**config.mk**
```make
export PLATFORM = sky130hd
export DESIGN_NAME = hawk_rd_top
export DESIGN_NICKNAME = d
export VERILOG_FILES = /design/src/hawk_pkg.sv /design/src/att_lookup.sv /design/src/cpu_stall_rd.sv /design/src/hawk_rd_top.sv /design/src/rd_resp_track.sv
export SDC_FILE = /design/constraint.sdc
export NUM_CORES = 2
export LEC_CHECK = 0
export ABC_AREA = 1
export BUFFER_PORTS_ARGS = -buffer_cell sky130_fd_sc_hd__buf_2
export CAP_MARGIN = 20
export CORE_ASPECT_RATIO = 1.4
export CORE_MARGIN = 3
export CORE_UTILIZATION = 53
export CTS_BUF_LIST = sky130_fd_sc_hd__clkbuf_16
export CTS_CLUSTER_DIAMETER = 60
export CTS_CLUSTER_SIZE = 28
export DETAILED_ROUTE_END_ITERATION = 10
export PLACE_DENSITY = 0.81
export SYNTH_ARGS = -nofsm -noshare
export SYNTH_HDL_FRONTEND = slang
export SYNTH_SLANG_ARGS = --single-unit
```
**constraint.sdc**
```tcl
create_clock -name clk -period 5.61 [get_ports clk]
set_input_delay 0.8415 -clock clk [delete_from_list [all_inputs] [get_ports clk]]
set_output_delay 0.8415 -clock clk [all_outputs]
set_load 0.02 [all_outputs]
```
**src/hawk_pkg.sv**
```systemverilog
// ----------------------------------------------------------------------------
// hawk read bridge shared definitions
// AXI4 read beat structs, ATT request/grant/write packets and FSM states
// ----------------------------------------------------------------------------

package hawk_pkg;

    // bus widths
    localparam int addr_w = 64;
    localparam int data_w = 64;
    localparam int id_w   = 4;

    // 4 KB pages, page number lives in address bits 59:12
    localparam int page_lsb = 12;
    localparam int page_w   = 48;

    // address translation table
    localparam int att_entries = 8;
    localparam int att_idx_w   = 3;

    // statistics counters
    localparam int cnt_w = 16;

    // one AXI4 read address beat
    typedef struct packed {
        logic [id_w-1:0]   id;
        logic [addr_w-1:0] addr;
        logic [7:0]        len;
        logic [2:0]        size;
        logic [1:0]        burst;
        logic              lock;
        logic [3:0]        cache;
        logic [2:0]        prot;
        logic [3:0]        qos;
        logic [3:0]        region;
        logic              user;
    } axi_ar_t;

    // one AXI4 read data beat
    typedef struct packed {
        logic [id_w-1:0]   id;
        logic [data_w-1:0] data;
        logic [1:0]        resp;
        logic              last;
        logic              user;
    } axi_r_t;

    // host page lookup request from the stall bridge
    typedef struct packed {
        logic              valid;
        logic [page_w-1:0] hppa;
    } cpu_rd_reqpkt_t;

    // lookup answer, valid is a single-cycle pulse
    typedef struct packed {
        logic              valid;
        logic [page_w-1:0] dppa;
    } att_grant_t;

    // software table write
    typedef struct packed {
        logic                 valid;
        logic [att_idx_w-1:0] idx;
        logic [page_w-1:0]    hppa;
        logic [page_w-1:0]    dppa;
    } att_wr_t;

    typedef struct packed {
        logic              vld;
        logic [page_w-1:0] hppa;
        logic [page_w-1:0] dppa;
    } att_entry_t;

    typedef enum logic [1:0] {
        stall_idle,
        stall_wait,
        stall_issue
    } stall_state_e;

    typedef enum logic [1:0] {
        att_st_idle,
        att_st_lookup,
        att_st_miss
    } att_state_e;

endpackage

```
**src/att_lookup.sv**
```systemverilog
// ----------------------------------------------------------------------------
// address translation table lookup
// maps host pages to device pages, reports misses and counts hits/misses
// ----------------------------------------------------------------------------

module att_lookup (
    input  logic                         clk,
    input  logic                         rst,

    // request from the stall bridge and its answer
    input  hawk_pkg::cpu_rd_reqpkt_t     cpu_rd_reqpkt,
    output hawk_pkg::att_grant_t         att_grant,

    // software side
    input  hawk_pkg::att_wr_t            att_wr,
    output logic                         att_miss,
    output logic [hawk_pkg::page_w-1:0]  miss_hppa,
    output logic [hawk_pkg::cnt_w-1:0]   hit_cnt,
    output logic [hawk_pkg::cnt_w-1:0]   miss_cnt
);
    import hawk_pkg::*;

    att_entry_t        table_q [att_entries];
    att_state_e        state_q;
    logic [page_w-1:0] hppa_q;
    logic              armed_q;
    logic              grant_vld_q;
    logic [page_w-1:0] grant_dppa_q;
    logic              hit;
    logic [page_w-1:0] hit_dppa;
    logic              wr_match;

    // table write port
    always_ff @(posedge clk) begin
        if (rst) begin
            for (int i = 0; i < att_entries; i++) begin
                table_q[i].vld <= 1'b0;
            end
        end else if (att_wr.valid) begin
            table_q[att_wr.idx] <= '{vld: 1'b1, hppa: att_wr.hppa, dppa: att_wr.dppa};
        end
    end

    // parallel search, walking down so the lowest index wins
    always_comb begin
        hit      = 1'b0;
        hit_dppa = '0;
        for (int i = att_entries - 1; i >= 0; i--) begin
            if (table_q[i].vld && (table_q[i].hppa == hppa_q)) begin
                hit      = 1'b1;
                hit_dppa = table_q[i].dppa;
            end
        end
    end

    // write for the pending page in the same cycle
    assign wr_match = att_wr.valid && (att_wr.hppa == hppa_q);

    always_ff @(posedge clk) begin
        if (rst) begin
            state_q     <= att_st_idle;
            armed_q     <= 1'b1;
            grant_vld_q <= 1'b0;
            att_miss    <= 1'b0;
            hit_cnt     <= '0;
            miss_cnt    <= '0;
        end else begin
            grant_vld_q <= 1'b0;

            // one lookup per request, rearm once the packet drops
            if (!cpu_rd_reqpkt.valid) begin
                armed_q <= 1'b1;
            end

            case (state_q)
                att_st_idle: begin
                    if (cpu_rd_reqpkt.valid && armed_q) begin
                        state_q <= att_st_lookup;
                    end
                end
                att_st_lookup: begin
                    if (hit || wr_match) begin
                        grant_vld_q <= 1'b1;
                        armed_q     <= 1'b0;
                        hit_cnt     <= hit_cnt + 1'b1;
                        state_q     <= att_st_idle;
                    end else begin
                        att_miss <= 1'b1;
                        miss_cnt <= miss_cnt + 1'b1;
                        state_q  <= att_st_miss;
                    end
                end
                att_st_miss: begin
                    // stalled until software installs the pending page
                    if (wr_match) begin
                        grant_vld_q <= 1'b1;
                        armed_q     <= 1'b0;
                        att_miss    <= 1'b0;
                        state_q     <= att_st_idle;
                    end
                end
                default: begin
                    state_q <= att_st_idle;
                end
            endcase
        end
    end

    // captured page, reported page and granted device page
    always_ff @(posedge clk) begin
        if (state_q == att_st_idle) begin
            hppa_q <= cpu_rd_reqpkt.hppa;
        end
        if (state_q == att_st_lookup) begin
            miss_hppa    <= hppa_q;
            grant_dppa_q <= hit ? hit_dppa : att_wr.dppa;
        end else if (state_q == att_st_miss) begin
            grant_dppa_q <= att_wr.dppa;
        end
    end

    assign att_grant.valid = grant_vld_q;
    assign att_grant.dppa  = grant_dppa_q;

    // a grant answers a request the bridge still holds
    a_grant_src: assert property (@(posedge clk) disable iff (rst)
        att_grant.valid |-> cpu_rd_reqpkt.valid
            && ($past(state_q) inside {att_st_lookup, att_st_miss}));

endmodule

```
**src/cpu_stall_rd.sv**
```systemverilog
// ----------------------------------------------------------------------------
// CPU read stall bridge
// holds a captured AR beat until the ATT grants it, then issues the beat
// to memory with the host page replaced by the device page
// ----------------------------------------------------------------------------

module cpu_stall_rd (
    input  logic                     clk,
    input  logic                     rst,

    // CPU side read address
    input  hawk_pkg::axi_ar_t        s_ar,
    input  logic                     s_arvalid,
    output logic                     s_arready,

    // memory side read address
    output hawk_pkg::axi_ar_t        m_ar,
    output logic                     m_arvalid,
    input  logic                     m_arready,

    // ATT lookup handshake
    output hawk_pkg::cpu_rd_reqpkt_t cpu_rd_reqpkt,
    input  hawk_pkg::att_grant_t     att_grant,

    // response tracker
    input  logic                     rd_idle,
    output logic                     ar_fire,
    output logic [7:0]               issued_len
);
    import hawk_pkg::*;

    stall_state_e      state_q;
    axi_ar_t           ar_q;
    logic [page_w-1:0] dppa_q;
    logic              grant_seen_q;
    logic              s_ar_fire;
    logic              load;

    assign s_ar_fire = s_arvalid && s_arready;

    // translated beat is built once the grant is in and no burst is pending
    assign load = (state_q == stall_wait) && grant_seen_q && rd_idle;

    always_ff @(posedge clk) begin
        if (rst) begin
            state_q      <= stall_idle;
            s_arready    <= 1'b0;
            m_arvalid    <= 1'b0;
            grant_seen_q <= 1'b0;
        end else begin
            // grant is only a pulse, keep it until the beat is loaded
            if (att_grant.valid) begin
                grant_seen_q <= 1'b1;
            end

            case (state_q)
                stall_idle: begin
                    s_arready <= 1'b1;
                    if (s_ar_fire) begin
                        s_arready <= 1'b0;
                        state_q   <= stall_wait;
                    end
                end
                stall_wait: begin
                    if (load) begin
                        m_arvalid    <= 1'b1;
                        grant_seen_q <= 1'b0;
                        state_q      <= stall_issue;
                    end
                end
                stall_issue: begin
                    if (m_arready) begin
                        m_arvalid <= 1'b0;
                        s_arready <= 1'b1;
                        state_q   <= stall_idle;
                    end
                end
                default: begin
                    state_q <= stall_idle;
                end
            endcase
        end
    end

    // beat payload, the page field is overwritten in place on load
    always_ff @(posedge clk) begin
        if (att_grant.valid) begin
            dppa_q <= att_grant.dppa;
        end
        if (s_ar_fire) begin
            ar_q <= s_ar;
        end else if (load) begin
            ar_q.addr[page_lsb +: page_w] <= dppa_q;
        end
    end

    assign m_ar = ar_q;

    // lookup request stays up for the whole wait
    assign cpu_rd_reqpkt.valid = (state_q == stall_wait);
    assign cpu_rd_reqpkt.hppa  = ar_q.addr[page_lsb +: page_w];

    assign ar_fire    = m_arvalid && m_arready;
    assign issued_len = ar_q.len;

    // a stalled beat toward memory must not change or drop
    a_m_ar_hold: assert property (@(posedge clk) disable iff (rst)
        m_arvalid && !m_arready |=> m_arvalid && $stable(m_ar));

endmodule

```
**src/hawk_rd_top.sv**
```systemverilog
// ----------------------------------------------------------------------------
// hawk read path top level
// stall bridge, ATT lookup and response tracker between CPU and memory
// ----------------------------------------------------------------------------

module hawk_rd_top (
    input  logic                         clk,
    input  logic                         rst,

    // CPU side
    input  hawk_pkg::axi_ar_t            s_ar,
    input  logic                         s_arvalid,
    output logic                         s_arready,
    output hawk_pkg::axi_r_t             s_r,
    output logic                         s_rvalid,
    input  logic                         s_rready,

    // memory side
    output hawk_pkg::axi_ar_t            m_ar,
    output logic                         m_arvalid,
    input  logic                         m_arready,
    input  hawk_pkg::axi_r_t             m_r,
    input  logic                         m_rvalid,
    output logic                         m_rready,

    // software side
    input  hawk_pkg::att_wr_t            att_wr,
    output logic                         att_miss,
    output logic [hawk_pkg::page_w-1:0]  miss_hppa,
    output logic [hawk_pkg::cnt_w-1:0]   hit_cnt,
    output logic [hawk_pkg::cnt_w-1:0]   miss_cnt,
    output logic                         resp_err,
    output logic                         len_err
);
    import hawk_pkg::*;

    cpu_rd_reqpkt_t cpu_rd_reqpkt;
    att_grant_t     att_grant;
    logic           rd_idle;
    logic           ar_fire;
    logic [7:0]     issued_len;

    cpu_stall_rd cpu_stall_rd_i (
        .clk           (clk),
        .rst           (rst),
        .s_ar          (s_ar),
        .s_arvalid     (s_arvalid),
        .s_arready     (s_arready),
        .m_ar          (m_ar),
        .m_arvalid     (m_arvalid),
        .m_arready     (m_arready),
        .cpu_rd_reqpkt (cpu_rd_reqpkt),
        .att_grant     (att_grant),
        .rd_idle       (rd_idle),
        .ar_fire       (ar_fire),
        .issued_len    (issued_len)
    );

    att_lookup att_lookup_i (
        .clk           (clk),
        .rst           (rst),
        .cpu_rd_reqpkt (cpu_rd_reqpkt),
        .att_grant     (att_grant),
        .att_wr        (att_wr),
        .att_miss      (att_miss),
        .miss_hppa     (miss_hppa),
        .hit_cnt       (hit_cnt),
        .miss_cnt      (miss_cnt)
    );

    rd_resp_track rd_resp_track_i (
        .clk        (clk),
        .rst        (rst),
        .m_r        (m_r),
        .m_rvalid   (m_rvalid),
        .m_rready   (m_rready),
        .s_r        (s_r),
        .s_rvalid   (s_rvalid),
        .s_rready   (s_rready),
        .ar_fire    (ar_fire),
        .issued_len (issued_len),
        .rd_idle    (rd_idle),
        .resp_err   (resp_err),
        .len_err    (len_err)
    );

endmodule

```
**src/rd_resp_track.sv**
```systemverilog
// ----------------------------------------------------------------------------
// read response tracker
// passes R beats to the CPU, tracks the one outstanding burst and flags
// response and burst length errors
// ----------------------------------------------------------------------------

module rd_resp_track (
    input  logic              clk,
    input  logic              rst,

    // memory side read data
    input  hawk_pkg::axi_r_t  m_r,
    input  logic              m_rvalid,
    output logic              m_rready,

    // CPU side read data
    output hawk_pkg::axi_r_t  s_r,
    output logic              s_rvalid,
    input  logic              s_rready,

    // issued burst from the stall bridge
    input  logic              ar_fire,
    input  logic [7:0]        issued_len,
    output logic              rd_idle,

    // sticky error flags
    output logic              resp_err,
    output logic              len_err
);
    logic [7:0] len_q;
    logic [8:0] beat_cnt_q;
    logic       r_fire;

    // straight pass-through, CPU back-pressure goes to memory as is
    assign s_r      = m_r;
    assign s_rvalid = m_rvalid;
    assign m_rready = s_rready;

    assign r_fire = m_rvalid && m_rready;

    always_ff @(posedge clk) begin
        if (rst) begin
            rd_idle  <= 1'b1;
            resp_err <= 1'b0;
            len_err  <= 1'b0;
        end else begin
            if (ar_fire) begin
                rd_idle <= 1'b0;
            end else if (r_fire && m_r.last) begin
                rd_idle <= 1'b1;
            end

            // anything but OKAY
            if (r_fire && (m_r.resp != 2'b00)) begin
                resp_err <= 1'b1;
            end

            // last must land on beat index len
            if (r_fire && m_r.last && (beat_cnt_q != {1'b0, len_q})) begin
                len_err <= 1'b1;
            end
        end
    end

    // beat index within the burst
    always_ff @(posedge clk) begin
        if (ar_fire) begin
            len_q      <= issued_len;
            beat_cnt_q <= '0;
        end else if (r_fire) begin
            beat_cnt_q <= beat_cnt_q + 1'b1;
        end
    end

    // memory may only answer a burst the bridge has issued
    a_no_stray_r: assert property (@(posedge clk) disable iff (rst)
        rd_idle |-> !m_rvalid);

endmodule

```
* Yosys cells after proc, flatten, opt, wreduce, memory -nomap -nowiden *
Memory sizes are Yosys's and may differ from the RTL's.
Cells that the tools add are included.

word-level totals
  register bits after elaboration = 352
  bits in writable memories = 776
  bits of input ports = 276
  logic and storage cells = 149
  memories = 1

memory list
  name                  words  width  rd ports  clocked after memory_dff  write ports  RTL line          RTL
  att_lookup_i.table_q  8      97     8         0                         8            att_lookup.sv:23  att_entry_t table_q [att_entries];

cells by class
  $add $sub $neg = 3
  equal/unequal tests = 20
  mux-type cells = 58
  bitwise gates (word level) = 1
  reductions and logical operators = 35

operators with widths
  cell                                                                     count
  48-bit 2-to-1 mux                                                        13
  48-bit equality test                                                     9
  97-bit 2-to-1 mux                                                        1
  97-bit OR reduction                                                      1
  16-bit by 1-bit adder with 16-bit output, second input constant          2
  1-bit 2-to-1 mux                                                         29
  1-bit logical AND                                                        18
  2-bit 2-to-1 mux                                                         7
  2-bit case mux with 3 select lines                                       2
  2-bit nonzero test                                                       6
  1-bit case mux with 2 select lines                                       5
  9-bit by 1-bit adder with 9-bit output, second input constant            1
  9-bit by 8-bit inequality test with 1-bit output                         1
  3-bit AND reduction                                                      3
  2-bit AND reduction                                                      4
  2-bit by 1-bit inequality test with 1-bit output, second input constant  3
  2-bit inequality test, second input constant                             3
  2-bit by 1-bit equality test with 1-bit output, second input constant    2
  2-bit equality test, second input constant                               2
  2-bit zero test                                                          2
  3-bit 2-to-1 mux                                                         1
  1-bit logical OR                                                         1
  1-bit NOT                                                                1

* Logic depth before layout (Yosys ltp) *
An unclocked memory read counts as a cell.

  depth after elaboration = 14
  depth in mapped cells = 23

* Modules after synthesis *
From an unflattened synthesis, not the netlist that was laid out.

second synthesis, totals
  cells, all modules = 4211
  area, all modules = 47669.5 um^2

modules (own cells, without submodules)
  module         times used  cells each  area an instance (um^2)
  att_lookup     1           3634        40532.6
  cpu_stall_rd   1           395         5651.7
  rd_resp_track  1           182         1485.2

* Least setup slack after synthesis *
Ideal clock, no wire load.

  path type = input to register
  from = input port rst
  to = memory att_lookup_i.table_q[1][0] in the netlist's numbering (enable)
  setup time = 0.551 ns
  arrival time = 5.362 ns
  data required time = 5.059 ns
  slack = -0.303 ns
  stages = 6
  cells stage by stage = clkbuf_1 -> nor2_1 -> inv_1 -> nor2_1 -> inv_1 -> nor2_1

RTL lines
  item             RTL line          RTL
  start, declared  hawk_rd_top.sv:8  input logic rst,
  end, declared    att_lookup.sv:23

* Worst setup path after layout *
  from = register att_lookup_i.hppa_q[7]
  to = register att_lookup_i.grant_dppa_q[18], data pin

between the ends
  cells in the longest elaborated chain, start to end = 12
  elaborated cells on any way between the ends = 34
  those cells by class = eq/ne: 8; mux: 18; reduce/logical: 8

ends and longest elaborated chain
  item                                                                 RTL line           RTL
  start, declared                                                      att_lookup.sv:25   logic [page_w-1:0] hppa_q;
  start signal, assigned                                               att_lookup.sv:112  hppa_q <= cpu_rd_reqpkt.hppa;
  48-bit equality test                                                 att_lookup.sv:49   if (table_q[i].vld && (table_q[i].hppa == hppa_q)) begin
  1-bit logical AND                                                    att_lookup.sv:49
  48-bit 2-to-1 mux or 1-bit 2-to-1 mux (tied branches) (8 in series)  att_lookup.sv:49
  48-bit 2-to-1 mux *                                                  att_lookup.sv:116  grant_dppa_q <= hit ? hit_dppa : att_wr.dppa;
  48-bit 2-to-1 mux *                                                  att_lookup.sv:114  if (state_q == att_st_lookup) begin
  end signal, assigned                                                 att_lookup.sv:116
  end signal, assigned                                                 att_lookup.sv:118  grant_dppa_q <= att_wr.dppa;
  end, declared                                                        att_lookup.sv:28   logic [page_w-1:0] grant_dppa_q;

Mark *: on every way between the ends. The rest lies on a longest branch, timed or not.
A chain may end at the register's enable or synchronous reset.

==> results.yml <==
route:
  dr.pass1.iters: 6
  vias: 41000
  wl_met1_um: 74400
  ant_nets: 0
  detail_route.wirelength_um: 234000
  drt-vias-per-instance: 6.36
  top_layer: "met5"
  wl_met2_um: 107000
  drt-wirelength-per-cell_um: 36.3
  drt-initial-drc-count: 6873
  routed-wl-met3_um: 28400
  drc: 0
min_path:
  hold_end: "cpu_stall_rd_i.issued_len[0]"
  min_path_type: "in -> reg"
  worst_hold_path.num_cells: 1
  min-delay-start: "s_ar[22]"
finish:
  num-fill-cells: 7663
  fin_cells: 6447
  multi_input_area_um2: 14400
  fin_area_um2: 55700
  area.sequential_um2: 33300
  drive_above_1_share: 0.132
  area_growth_pct: 10.3
  fin_nets: 5439
placed_design:
  routabilityCongestion: 1.13
  placed_cell_area_um2: 53300
  hpwl_um: 173000
  io_buffer_count: 394
  dp_cells: 6298
setup_path:
  cp_top_family: "simple AND/OR/NAND/NOR gates"
  cp_max_fo: 47
  cp_num_buf_inv: 2
  r2r_cells: 19
  critPathArrivalTime_ns: 5.75
  rrSetupSlack_ns: 0.43
  cp-start-kind: "flip-flop"
  cp-startpoint: "att_lookup_i.hppa_q[7]"
  crit_type: "reg -> reg"
  timing.rr.end: "att_lookup_i.grant_dppa_q[18]"
  crit_required_ns: 6.18
  cp_common_cell: "nand2_1"
  path_cells: "inv_2 -> nand2_1 -> nand2_1 -> nor2_1 -> nand2_1 -> nor2_1 -> nand2_1 -> nor2_4 -> buf_4 -> nand3_1 -> o21ai_0 -> nand2_1 -> nand3_1 -> o211ai_1 -> nand3_1 -> o211ai_1 -> nand2_1 -> nand2_1 -> nand2_1"
  end_kind: "flip-flop"
  slowest_delay_ns: 0.84
  cp_slowest_cell: "nor2_1"
  worstReg2RegStart: "att_lookup_i.hppa_q[7]"
timing:
  final-max-slew-violation-count: 0
  fin_skew_ns: 0.0732
  holdWs_ns: 0.297
  min_period_ns: 5.18
  grt_setup_unrepaired: "false"
  hold_viol: 0
  finalSetupViolations: 0
  worstMarginPinSlew_ns: 1.29
  relSlewSlack: 0.136
  fmax_ghz: 0.193
  post-route-period-util: 0.924
clock_network:
  cts_max_level: 3
  cts_buffer_depth: 3
  cts_root_buf: "clkbuf_16"
  cts_setup_buffers: 0
  clk_pin_slew_worst_paths_ns: 0.11
  cts_sinks: 1128
  clk_latency_ns: 0.72
  cts_resized: 0
  postCtsHoldBufs: 0
  cts_buffers: 66
  cts_tree: "built"
die:
  core-area_um2: 94200
  rows: 133
  die_y_um: 371
  initial_core_util: 0.536
  io_pins: 533
  die_w_um: 267
  die-area_um2: 99100
global_route:
  grt_pass1_vias: 37900
  antenna_found_initial: 40
  grt_max_degree: 99
  grt_pass1_wl_um: 315000
  track_usage: 0.476
  overflow: 0
synthesis:
  synth.yosys.seq_area_share: 0.658
  postSynthCellCount: 4876
  ys_types: 57
  async_reset_ff_frac: 0
  ys_ff_latch: 1128
  synth.most_common_cell: "nand2_1"
  yosys.area.top_type: "edfxtp_1"
  yosysTopAreaCellShare: 0.634
  synth.top_cells.by_count: "1,467 x nand2_1, 1,066 x edfxtp_1, 506 x nor2_1"
  synth_nets: 5158
  yosys_warnings: 0
  syn_area_um2: 50500
  ys.flop_type: "edfxtp_1"
  synth.area.top_cells: "edfxtp_1 63%, nand2_1 11%, nor2_1 3.8%"
  post_synth.cell_area_avg_um2: 10.4
  synth_edf_count: 1066
power:
  powerDensity_nw_per_um2: 373
  peakVddDrop_mv: 0.545
  total_leakage_power_nw: 22.6
outcome:
  status: "complete, no violations"
job:
  cap_viol_max_count: 0
## power breakdown
group	internal, mW	switching, mW	total, mW
combinational	0.960	3.71	4.67
clock	2.47	3.13	5.60
sequential	9.91	0.635	10.5
total	13.3	7.47	20.8
## metal layers
layer  track usage  vias up
met3         0.159      828
li1              -    17000
met1         0.545    19700
met5        0.0120        -
met4         0.403       22
met2         0.722     3490
## sequential cells by signal, summed over array words and instances, names as in the netlist, 2 cells and up
register,count
cpu_stall_rd_i.issued_len,8
att_lookup_i.state_q,2
cpu_stall_rd_i.cpu_rd_reqpkt,48
att_lookup_i.grant_dppa_q,48
att_lookup_i.table_q,776
att_lookup_i.miss_cnt,16
cpu_stall_rd_i.dppa_q,48
rd_resp_track_i.len_q,8
att_lookup_i.hppa_q,48
att_lookup_i.miss_hppa,48
cpu_stall_rd_i.m_ar,42
cpu_stall_rd_i.state_q,2
rd_resp_track_i.beat_cnt_q,9
att_lookup_i.hit_cnt,16
## cell usage in the layout (no fill, tap or decap), types with 6 or more instances in the layout
cell,netlist,final
o211ai_1,92,92
or2_1,10,10
nor3_1,53,53
buf_4,111,53
o22ai_1,16,16
inv_1,375,379
nor2_4,6,20
dfxtp_1,62,61
xor2_1,46,46
o21ai_0,194,194
nand3b_1,9,9
or2_2,17,17
o2111ai_1,8,8
nor2_2,10,8
a21oi_1,42,42
nand2_2,13,13
a211oi_1,9,9
inv_2,37,37
buf_2,32,394
nand2_1,1467,1464
nor3b_1,14,13
nor4_1,23,21
clkinv_8,0,9
o21ai_1,30,30
clkbuf_16,0,68
inv_12,0,6
edfxtp_1,1066,1066
nor2_1,506,494
nand3_1,309,309
xnor2_1,70,69
nand4_1,90,90
diode_2,0,33
buf_12,0,10
## layout make-up
| class | instances | area share |
|---|---|---|
| clock inverter | 42 | 0.00985 |
| sequential | 1128 | 0.597 |
| inverter | 417 | 0.0283 |
| multi-input combinational | 3082 | 0.258 |
| antenna | 33 | 0.00148 |
| clock buffer | 68 | 0.0305 |
| timing repair buffer | 462 | 0.0475 |
| tap | 1215 | 0.0273 |
## worst max path at each step
stage                     slack (ns)  cells past startpoint                            end
after global placement          0.80                     19   att_lookup_i.grant_dppa_q[9]
final                           0.43                     19  att_lookup_i.grant_dppa_q[18]
after floorplan                -0.30                      6     att_lookup_i.table_q[1][0]
after detailed placement        0.80                     20   att_lookup_i.grant_dppa_q[9]
after global routing            0.39                     20  att_lookup_i.grant_dppa_q[19]
after CTS                       0.73                     20  att_lookup_i.grant_dppa_q[28]
## cells by family after synthesis
| kind of cell | Yosys count | share of synthesized area |
|---|---|---|
| buffers and inverters | 666 | 0.0601 |
| flip-flops | 1128 | 0.658 |
| XOR/XNOR | 116 | 0.0201 |
| adder cells (fa/ha/maj) | 6 | 0.00149 |
| AND/OR/NAND/NOR | 2552 | 0.213 |
| AO/OA/AOI/OAI | 408 | 0.0476 |
## per-stage QoR
step                      total power, mW  worst slack [ns]  setup TNS (ns)  utilization
after floorplan                      12.7            -0.303         -231.58            -
after global placement               15.0             0.801               0        0.566
after detailed placement             15.1             0.803               0        0.566
after CTS                            20.4             0.731               0        0.590
after global routing                 21.1             0.392               0        0.591
final                                20.8             0.429               0        0.592
Note: power is estimated with default switching activity, not from simulation.
